--- src/raster_pkg.sv ---
package raster_pkg;

    // Signed 24.8 fixed point
    localparam int FRAC_BITS = 8;
    localparam int ONE       = 256;

    typedef logic signed [31:0] fix_t;

    // Products, dot terms and slope numerators
    typedef logic signed [63:0] wide_t;

    typedef struct packed {
        fix_t x;
        fix_t y;
        fix_t z;
    } vertex_t;

    // Current position of one edge on the active row
    typedef struct packed {
        fix_t x;
        fix_t z;
    } edge_pos_t;

    typedef struct packed {
        fix_t x;
        fix_t y;
        fix_t z;
    } pixel_t;

    typedef enum logic [3:0] {
        IDLE,
        SETUP,
        CULL,
        EDGE_INIT,
        ROW_START,
        ROW_RUN,
        FINISH
    } ctrl_state_t;

    typedef enum logic {
        CALC,
        SHOW
    } span_state_t;

    // Round up to the next whole pixel
    function automatic fix_t fix_ceil(fix_t v);
        fix_t frac_mask;
        frac_mask = fix_t'((1 << FRAC_BITS) - 1);
        return (v + frac_mask) & ~frac_mask;
    endfunction

endpackage

--- src/raster_ctrl.sv ---
`timescale 1ns/1ps

module raster_ctrl import raster_pkg::*; (
    input  logic      CLK,
    input  logic      RESET,
    input  logic      start,
    input  logic      culled,
    input  fix_t      low_first,
    input  fix_t      low_last,
    input  fix_t      high_first,
    input  fix_t      high_last,
    input  edge_pos_t long_pos,
    input  edge_pos_t low_pos,
    input  edge_pos_t high_pos,
    input  logic      span_done,
    output logic      load,
    output logic      edge_init,
    output logic      step_long,
    output logic      step_low,
    output logic      step_high,
    output logic      span_init,
    output edge_pos_t left,
    output edge_pos_t right,
    output fix_t      row_y,
    output logic      done
);

    ctrl_state_t state;

    // Low for bot to mid and high for mid to top
    logic        top_half;
    logic [1:0]  wait_cnt;
    fix_t        y_cnt;

    edge_pos_t   short_pos;
    fix_t        half_last;
    logic        row_in_half;
    logic        short_left;

    assign short_pos   = top_half ? high_pos : low_pos;
    assign half_last   = top_half ? high_last : low_last;
    assign row_in_half = (y_cnt < half_last);

    // Span sides from the ceiled edge x values
    assign short_left = (fix_ceil(short_pos.x) < fix_ceil(long_pos.x));
    assign left       = short_left ? short_pos : long_pos;
    assign right      = short_left ? long_pos : short_pos;
    assign row_y      = y_cnt;

    assign load      = (state == SETUP);
    assign edge_init = (state == EDGE_INIT) && (wait_cnt == 2'd0);
    assign span_init = (state == ROW_START) && row_in_half;
    assign done      = (state == FINISH);

    // Long edge steps every row along with the short edge of the current half
    assign step_long = (state == ROW_RUN) && span_done;
    assign step_low  = step_long && !top_half;
    assign step_high = step_long && top_half;

    always_ff @(posedge CLK) begin
        if (RESET) begin
            state    <= IDLE;
            top_half <= 1'b0;
            wait_cnt <= 2'd0;
            y_cnt    <= '0;
        end else begin
            case (state)
                IDLE: begin
                    wait_cnt <= 2'd0;
                    if (start) begin
                        state <= SETUP;
                    end
                end
                SETUP: state <= CULL;
                CULL: begin
                    wait_cnt <= 2'd0;
                    if (culled) begin
                        state <= FINISH;
                    end else begin
                        state <= EDGE_INIT;
                    end
                end
                EDGE_INIT: begin
                    // Two cycles for slope and prestep in the walkers
                    wait_cnt <= wait_cnt + 2'd1;
                    if (wait_cnt == 2'd2) begin
                        y_cnt    <= low_first;
                        top_half <= 1'b0;
                        state    <= ROW_START;
                    end
                end
                ROW_START: begin
                    if (row_in_half) begin
                        state <= ROW_RUN;
                    end else if (!top_half) begin
                        top_half <= 1'b1;
                        y_cnt    <= high_first;
                    end else begin
                        state <= FINISH;
                    end
                end
                ROW_RUN: begin
                    if (span_done) begin
                        y_cnt <= y_cnt + fix_t'(ONE);
                        state <= ROW_START;
                    end
                end
                FINISH: begin
                    if (!start) begin
                        state <= IDLE;
                    end
                end
                default: state <= IDLE;
            endcase
        end
    end

endmodule

--- config.mk ---
export PLATFORM = sky130hd
export DESIGN_NAME = raster_ctrl
export DESIGN_NICKNAME = d
export VERILOG_FILES = /design/src/raster_pkg.sv /design/src/raster_ctrl.sv
export SDC_FILE = /design/constraint.sdc
export NUM_CORES = 1
export LEC_CHECK = 0
export ABC_CLOCK_PERIOD_IN_PS = 6600
export BUFFER_PORTS_ARGS = -buffer_cell sky130_fd_sc_hd__buf_2
export CORE_AREA = 2 2 189 191
export DETAILED_ROUTE_END_ITERATION = 10
export DIE_AREA = 0 0 191 193
export GPL_TIMING_DRIVEN = 1
export HOLD_SLACK_MARGIN = 0.02
export PLACE_DENSITY = 0.57
export SYNTH_ARGS = -nofsm -noshare
export SYNTH_HDL_FRONTEND = slang
export SYNTH_SLANG_ARGS = --single-unit
export TNS_END_PERCENT = 30
--- constraint.sdc ---
create_clock -name CLK -period 6.6 [get_ports CLK]
set_input_delay 1.32 -clock CLK [delete_from_list [all_inputs] [get_ports CLK]]
set_output_delay 1.32 -clock CLK [all_outputs]
set_load 0.02 [all_outputs]
# Word-level counts from Yosys, hierarchy flattened
# Cells that the tools add are included.
[op_classes]
n_addsub = 4
order_cmp = 2
eq_ne = 14
n_mux = 21
n_reduce_logical = 15
[op_table]
columns = ["cell", "count"]
rows = [
  ["64-bit two-way mux", 3],
  ["32-bit two-way mux", 5],
  ["32-bit one-hot mux with 3 select lines", 1],
  ["32-bit by 9-bit adder with 32-bit output (second input constant)", 2],
  ["32-bit less-than comparator", 2],
  ["32-bit by 10-bit adder with 32-bit output (second input constant)", 1],
  ["4-bit one-hot mux with 7 select lines", 1],
  ["4-bit two-way mux", 6],
  ["4-bit by 3-bit == test with 1-bit output (second input constant)", 3],
  ["2-bit inequality test (second input constant)", 5],
  ["5-bit AND reduction", 2],
  ["4-bit by 2-bit == test with 1-bit output (second input constant)", 2],
  ["1-bit logical AND", 5],
  ["4-bit by 1-bit == test with 1-bit output (second input constant)", 1],
  ["4-bit zero test", 1],
  ["2-bit one-hot mux with 2 select lines", 1],
  ["2-bit nonzero test", 2],
  ["3-bit two-way mux", 1],
  ["3-bit inequality test (second input constant)", 1],
  ["3-bit AND reduction", 1],
  ["3-bit nonzero test", 1],
  ["2-bit by 1-bit adder with 2-bit output (second input constant)", 1],
  ["2-bit == test (second input constant)", 1],
  ["2-bit zero test", 1],
  ["other kinds (5)", 6],
]
[totals]
regBits = 39
in_bits = 325
elab_cells = 60

# Longest topological paths before layout
# Gate-level depths: netlist of run 1.
[depth]
ltp_word = 4
depth_mapped = 20
mapped_depth_nobuf = 17

# Worst setup path after synthesis of run 1
# Ideal clock, no wire load.
[synth_path]
path_kind = "input to output"
startpoint = "in long_pos[39] (netlist bit)"
endpoint = "out left[45] (netlist bit)"
arrival_time_ns = 5.507
t_required_ns = 5.280
slack_ns = -0.227
path_stages = 19
path_cell_list = "nor4_1 > a2111oi_1 > and3_1 > and4_1 > nand4_1 > nor4_2 > nand2_1 > xor2_1 > ha_1 > o211ai_1 > a21oi_1 > and2_0 > a21o_1 > o32a_1 > a21oi_2 > buf_2 > buf_2 > nor2_1 > o22ai_1"
[synth_lines]
columns = ["element", "line_no", "text"]
rows = [
  ["from (decl)", "raster_ctrl.sv:12", "input edge_pos_t long_pos,"],
  ["to (decl)", "raster_ctrl.sv:22", "output edge_pos_t left,"],
]

==> results of run 1 <==
==> metal layers <==
layer  vias to the layer above  share of wire, %  wire, µm  global-route usage (%)
met5                         -             0.031        13                       0
met4                         2               2.5      1040                    6.71
met1                      5625                41     17300                    25.9
met2                       474                50     21200                    39.2
li1                       5816                 -         -                       -
met3                        57               6.7      2830                    2.43
==> per-stage QoR <==
step / instance area [µm²] / utilization [%] / setup WS, ns / setup TNS (ns) / total power [W]
5_1_grt: 14300 / 40.8 / -0.515 / -53.63 / 0.00342
3_3_place_gp: 12800 / 36.5 / -0.422 / -40.02 / 0.00261
3_5_place_dp: 12800 / 36.5 / -0.509 / -47.76 / 0.00264
2_1_floorplan: 9250 / - / -0.0306 / -0.114 / 0.00184
6_report: 14300 / 40.8 / -0.189 / -12.70 / 0.00319
4_1_cts: 13900 / 39.7 / -0.119 / -6.22 / 0.00309
==> sequential cells by signal, indices dropped and copies added (netlist names) <==
name,flops
row_y,32
wait_cnt,2
state,3
top_half,1
==> Yosys cell counts (4+ instances only) <==
master / number
o211ai_1: 39
o21ai_0: 104
and4_1: 7
nor2b_1: 5
dfxtp_1: 38
clkbuf_1: 69
o21a_1: 9
mux2i_1: 132
mux2_2: 94
nand2_1: 44
buf_2: 16
and2_1: 9
nand3_1: 88
o32ai_1: 6
o22ai_1: 67
buf_4: 7
a21oi_1: 65
nand2b_1: 7
a31oi_1: 6
o211a_1: 5
a211oi_1: 24
nor2_1: 120
nor3_1: 42
and3_1: 19
nand4_1: 19
inv_1: 22
ha_1: 57
nor4_1: 14
a2111oi_0: 4
xnor2_1: 28
xor2_1: 21
buf_1: 14
==> how the worst min path moves through the flow <==
stage | startpoint | endpoint | slack, ns | depth (start not counted)
after floorplan | wait_cnt[0] | wait_cnt[0] | 0.45 | 2
after global placement | wait_cnt[0] | wait_cnt[0] | 0.46 | 2
after detailed placement | wait_cnt[0] | wait_cnt[0] | 0.47 | 2
after CTS | wait_cnt[0] | wait_cnt[0] | 0.48 | 2
after global routing | wait_cnt[0] | wait_cnt[0] | 0.53 | 2
final | wait_cnt[0] | wait_cnt[0] | 0.48 | 2
==> worst reg2reg max path: stages (launching register included) <==
cell and delay [ns]:
dfxtp_4 0.58, buf_4 0.32, buf_4 0.63, mux2i_1 0.24
ha_1 0.40, nand2_1 0.10, nor3_1 0.35, o2111ai_1 0.17
o211a_1 0.30, o21a_1 0.14, o211ai_1 0.77, nand2_1 0.65
o211a_1 0.41
==> power groups by stage <==
stage          Sequential [W]  Clock [W]  Combinational [W]
2_1_floorplan        0.000429          0            0.00141
3_3_place_gp         0.000414          0            0.00219
3_5_place_dp         0.000416          0            0.00222
4_1_cts              0.000410   0.000248            0.00243
5_1_grt              0.000421   0.000257            0.00274
6_report             0.000411   0.000241            0.00254
==> cells by family (layout without fill, tap and decap cells) <==
kind of cell    count (synthesis)  after routing
xor+xnor                       49             49
fa+ha+maj                      57             57
flops                          38             38
other cells                     0              5
buf+inv                       128            656
simple gates                  389            389
mux                           228            228
compound gates                358            358
==> what timing repair did <==
item | CTS | global route
pin swaps | 26 | 35
setup endpoints to repair | 128 | 128
setup buffers | 25 | 7
gates resized for setup | 161 | 109
cloned | 10 | 1
hold buffers | 0 | 0
==> final cells by class <==
cell class / instances / area share (%)
antenna: 5 / 0.0877
clock buffer: 7 / 1.00
clock inverter: 1 / 0.0351
inverter: 22 / 0.579
multi-input combinational: 1081 / 58.2
sequential: 38 / 5.36
tap: 461 / 4.04
timing repair buffer: 626 / 30.7
==> flow_summary_export.csv, run 1 <==
group,metric,value,unit
finish,layout.nets,2156,
finish,mostFrequentLayoutCell,"buf_2",
drt,first_iter_violations,481,
power,power.internal,0.00155,W
grt,grt_pass1_vias,11400,
setup_path,critPathCaptureType,"primary output",
logic_synthesis,yosysWarningCount,0,
grt,grt_pass1_wl,62500,µm
die,dieArea,36900,µm²
status,status,"finished with violations",
logic_synthesis,ys_ff_latch,38,
finish,area_delta_synth_final,58.4,%
sta,fin_crit,6.79,ns
die,initial_core_util,25.8,%
sta,max_freq,0.147,GHz
clock_network,clock_path_buffers,2,
power,switchingPower,0.00164,W
sta,post-route-period-util,103,%
logic_synthesis,yosysTopAreaCell,"mux2i_1",
setup_path,crit_cells,21,
clock_network,cts.sinks,38,
setup_path,worstPathArrival,5.47,ns
power,powerDensity,223,nW/µm²
placed_design,port-buffer-count,491,
setup_path,startpoint,"high_pos[51]",
clock_network,cts.clk_slew.worst_paths,0.05,ns
logic_synthesis,synth_compound_area_share,25.0,%
logic_synthesis,synth_area,9000,µm²
logic_synthesis,synthMuxAreaShare,26.7,%
grt,overflow,0,
setup_path,cp_slowest_stage_delay,0.40,ns
die,num_io_pins,492,
sta,hold_viol_final,0,
die,rows,69,
logic_synthesis,synth_xor_area_share,4.77,%
setup_path,crit_fanout,25,
logic_synthesis,synth_top_family_by_area,"multiplexers",
logic_synthesis,synth.avg_cell_area,7.22,µm²
finish,stdcell_count,2241,
logic_synthesis,synth_top_area_share,14.7,%
setup_path,rr_worst_depth,12,
sta,hold_ws,0.479,ns
placed_design,globalplace.congestion,0.897,
sta,fin_skew,0.0121,ns
logic_synthesis,synthSimpleGateAreaFrac,21.3,%
finish,multi_input_area,8300,µm²
drt,wire_per_inst,18.9,µm
drt,postRouteAntennaNets,0,
setup_path,crit_path_start_kind,"primary input",
placed_design,dp_hpwl,32300,µm
drt,vias,12000,
logic_synthesis,syn_inst,1247,
setup_path,worst-path-buf-inv,6,
setup_path,crit_family,"simple AND/OR/NAND/NOR gates",
sta,worstMarginPinSlew,1.17,ns
drt,via_per_inst,5.34,
die,die_width,191,µm
clock_network,cts_root_buf,"clkbuf_16",
setup_path,crit_end,"right[56]",
setup_path,r2r-end,"row_y[30]",
finish,layout_common_cells,"buf_2, buf_4, mux2i_1",
clock_network,insertion_delay,0.29,ns
setup_path,path_class,"in -> out",
sta,relSlewSlack,21.4,%
hold_path,hp-class,"reg -> reg",
grt,antenna_found_initial,5,
setup_path,rr_startpoint,"top_half",
placed_design,dp_cells,2192,
logic_synthesis,synth_edf_count,0,
sta,report.final.slew_viol_count,0,
status,violations,"setup timing",
power,combPwrFrac,79.5,%
drt,drc,0,
logic_synthesis,async_flop_share,0,%
die,coreArea,35000,µm²
clock_network,htree_levels,2,
setup_path,worstPathCellList,"buf_2, mux2_4, and4_4, nand2_4, nor4b_4, nand4_1, nor4b_2, buf_4, xor2_1, ha_1, o211ai_1, a21oi_1, and2_4, buf_6, a2111o_1, a21oi_4, buf_6, mux2i_4, buf_12, mux2_1, buf_2",
clock_network,cts_buffers,5,
power,clkPwrFrac,7.6,%
finish,drive_above_1_share,46.1,%
flow_run,maxCapViolations,0,
drt,wirelength,42400,µm
setup_path,crit_slowest_cell,"a2111o_1",
finish,final-seq-area,764,µm²
grt,grt_usage,21.3,%
sta,setup_viol,124,
setup_path,rrSetupSlack,1.45,ns
power,p_seq_share,12.9,%
logic_synthesis,synth_ff_type,"dfxtp_1",
logic_synthesis,yosys-top-cells-area,"mux2i_1, mux2_2, dfxtp_1",
sta,final.setup.worst_slack,-0.189,ns
logic_synthesis,synth_fa_ha_area_share,7.92,%
setup_path,required,5.28,ns
logic_synthesis,ys_types,62,
sta,rsz0062_at_grt,"true",
power,irDropWorstVdd,0.153,mV
grt,grt_max_degree,167,
logic_synthesis,yosysSeqAreaShare,8.45,%
clock_network,cts_tree,"done",
power,swShare,51.5,%
logic_synthesis,syn_nets,1629,
power,cellLeakagePower,6.71,nW
finish,fill_cells,3595,
die,fp.dieH,193,µm
drt,drt_first_pass_iters,5,
(Power assumes the default switching activity.)
==> run 2, diff against run 1 <==
ABC_AREA = 1   (was default)
CTS_CLUSTER_SIZE = 25   (was default)
PLACE_DENSITY = 0.55   (was 0.57)
REMOVE_ABC_BUFFERS = 1   (was default)
==> run 2 against run 1 <==
  * The run now ends clean
  * Sequential cell count unchanged
  * Sequential share of layout area rose by 1.2 points
  * Power rose by 36%
  * First-iteration DRC count increased by 41%
  * Area after synthesis is 6.1% lower
  * Cell count up 8.6%
  * Register-to-register slack gained 0.95 ns
  * Via count fell by 0.38%
  * Maximum frequency is 8.4% higher
  * Synthesized cell count grew 22%
  * Clock skew shrank 0.0044 ns
  * Clock power grew 10%
  * Critical endpoint is now right[37]
  * Largest power group unchanged
  * Highest routed layer unchanged
==> flow_summary_export.csv, run 2 <==
group,metric,value,unit
status,status,"finished clean",
logic_synthesis,synth_most_common_cell,"nand2_1",
clock_network,cts.sinks,38,
logic_synthesis,synth_area,8450,µm²
drt,wire_per_inst,16.4,µm
logic_synthesis,yosysWarningCount,0,
logic_synthesis,ys_ff_latch,38,
die,coreArea,35000,µm²
setup_path,crit_path_start_kind,"primary input",
setup_path,critPathCaptureType,"primary output",
setup_path,path_class,"in -> out",
sta,worstMarginPinSlew,0.935,ns
drt,vias,11900,
flow_run,maxCapViolations,0,
power,cellLeakagePower,6.51,nW
power,finalPower,0.00432,W
logic_synthesis,synth_compound_area_share,9.28,%
clock_network,cts_tree,"done",
drt,first_iter_violations,678,
clock_network,insertion_delay,0.29,ns
placed_design,dp_cells,2417,
logic_synthesis,ys_types,44,
setup_path,crit_slowest_cell,"ha_1",
setup_path,cp_slowest_stage_delay,0.33,ns
setup_path,cpMostUsedCell,"nand2_1",
finish,layout_common_cells,"buf_2, nand2_1, nand3_1",
drt,postRouteAntennaNets,0,
logic_synthesis,yosysSeqAreaShare,9.00,%
hold_path,whs_path_depth,2,
die,num_io_pins,492,
logic_synthesis,synthSimpleGateAreaFrac,51.3,%
sta,max_freq,0.160,GHz
finish,final-seq-area,764,µm²
placed_design,dp_hpwl,31000,µm
sta,post-route-period-util,94.9,%
sta,hold_viol_final,0,
die,initial_core_util,24.2,%
logic_synthesis,synth_top_area_share,20.1,%
finish,stdcell_count,2433,
finish,drive_above_1_share,29.8,%
sta,fin_skew,0.00771,ns
grt,grt_max_degree,69,
logic_synthesis,synthMuxAreaShare,3.67,%
grt,grt_pass1_vias,10800,
clock_network,cts_resized,0,
sta,report.final.slew_viol_count,0,
clock_network,cts_setup_buffers,0,
clock_network,htree_levels,2,
logic_synthesis,synth.avg_cell_area,5.58,µm²
power,irDropWorstVdd,0.183,mV
logic_synthesis,synth_edf_count,0,
finish,fill_cells,4013,
finish,layout.nets,2352,
setup_path,worstPathCellList,"buf_2, nor2_1, nand2_1, o21a_1, nand2_1, nor2_4, nand3_1, nor2_2, nand2_1, nor2_2, nand4_1, nor2_2, nand2_1, xor2_1, ha_1, nand4_1, nor3_2, and3_1, nand2_2, nand3_4, buf_16, nand3_1, nand2_1, buf_2",
finish,multi_input_area,6590,µm²
clock_network,cts_buffers,5,
logic_synthesis,yosys-top-cells-area,"nand2_1, nand3_1, dfxtp_1",
clock_network,cts.clk_slew.worst_paths,0.06,ns
die,dieArea,36900,µm²
sta,relSlewSlack,37.2,%
logic_synthesis,yosysTopAreaCell,"nand2_1",
logic_synthesis,synth_fa_ha_area_share,8.44,%
logic_synthesis,synth_xor_area_share,4.35,%
logic_synthesis,syn_inst,1516,
die,rows,69,
finish,area_delta_synth_final,37.8,%
clock_network,cts_root_buf,"clkbuf_16",
drt,drt_first_pass_iters,5,
clock_network,cts_hold_buffers,0,
sta,fin_crit,6.26,ns
clock_network,clock_path_buffers,2,
finish,largest_reg_flops,32,
setup_path,rr_worst_depth,18,
drt,via_per_inst,4.90,
logic_synthesis,async_flop_share,0,%
setup_path,worstPathArrival,4.94,ns
finish,mostFrequentLayoutCell,"buf_2",
finish,final_cell_area,11700,µm²
placed_design,port-buffer-count,491,
logic_synthesis,synth_ff_type,"dfxtp_1",
setup_path,required,5.28,ns
grt,grt_pass1_wl,56700,µm
sta,rsz0062_at_grt,"false",
hold_path,hp-class,"reg -> reg",
placed_design,globalplace.congestion,0.952,
drt,drc,0,
logic_synthesis,synth_top_family_by_area,"simple AND/OR/NAND/NOR gates",
die,fp.dieH,193,µm
die,die_width,191,µm
grt,overflow,0,
grt,grt_usage,19.1,%
placed_design,post_dp_cell_area,11300,µm²
power,powerDensity,371,nW/µm²
sta,setup_viol,0,
grt,antenna_found_initial,1,
setup_path,crit_fanout,30,
drt,wirelength,39800,µm
logic_synthesis,synth_commonest_cells,"nand2_1, nand3_1, nor2_1, inv_1, ha_1",
[run 2: cell types whose count changed in the layout (fill, tap and decap cells not counted), sizes merged, moves of 21 or more]
cell / before / now
mux2: 96 / 0
nand2: 44 / 457
a211oi: 24 / 3
nor3: 42 / 19
buf: 622 / 531
mux2i: 132 / 31
o211ai: 39 / 2
or2: 1 / 25
o22ai: 67 / 2
inv: 22 / 132
o21ai: 105 / 47
nand3: 88 / 303
[run 2: worst paths after layout]
path	start	slack (ns)	end
min	wait_cnt[1]	0.49	wait_cnt[1]
max reg2reg	top_half	2.40	row_y[17]
max	long_pos[38]	0.34	right[37]
min reg2reg	wait_cnt[1]	0.49	wait_cnt[1]
[run 2: where the power goes]
| part | internal, W | leakage, nW | total, W | switching [W] |
|---|---|---|---|---|
| sequential | 0.000320 | 0.312 | 0.000470 | 0.000151 |
| clock | 0.000162 | 0.0818 | 0.000265 | 0.000104 |
| combinational | 0.00124 | 6.11 | 0.00359 | 0.00235 |
[run 2: layout make-up]
type | instances | area share, %
well taps | 461 | 4.95
multi-input cells | 1253 | 56.6
clock inverters | 2 | 0.0859
diodes | 1 | 0.0215
repair buffers | 536 | 26.1
clock buffers | 6 | 1.29
flip-flops and latches | 38 | 6.56
inverters | 136 | 4.38
[run 2: worst max-delay path: cells and delay by family]
family / cells / cell delay (ns)
XOR/XNOR: 1 / 0.15
AND/OR/NAND/NOR: 18 / 2.39
adder cells (fa/ha/maj): 1 / 0.33
AO/OA/AOI/OAI: 1 / 0.19
buffers and inverters: 3 / 0.53
[run 2: logic make-up after synthesis]
kind of cell | after synthesis
compound gates | 134
simple gates | 988
buf+inv | 226
flops | 38
xor+xnor | 42
mux | 31
fa+ha+maj | 57
[run 2: per-stage QoR]
stage | hold slack [ns] | utilization [%] | TNS (ns) | setup slack, ns
final | 0.492 | 33.3 | 0 | 0.336
after floorplan | 0.454 | - | -427.80 | -3.35
after detailed placement | 0.478 | 32.2 | 0 | 0.0845
after global placement | 0.475 | 32.2 | 0 | 0.106
after global routing | 0.513 | 33.3 | 0 | 0.00377
after CTS | 0.486 | 32.7 | 0 | 0.0847
[run 2: layer usage]
| metal | up-vias | routed length (µm) | global-route usage, % |
|---|---|---|---|
| met4 | 2 | 925 | 6.14 |
| met3 | 62 | 2950 | 2.23 |
| met2 | 540 | 19800 | 35.4 |
| met5 | - | 13 | 0 |
| li1 | 5938 | - | - |
| met1 | 5386 | 16200 | 22.9 |
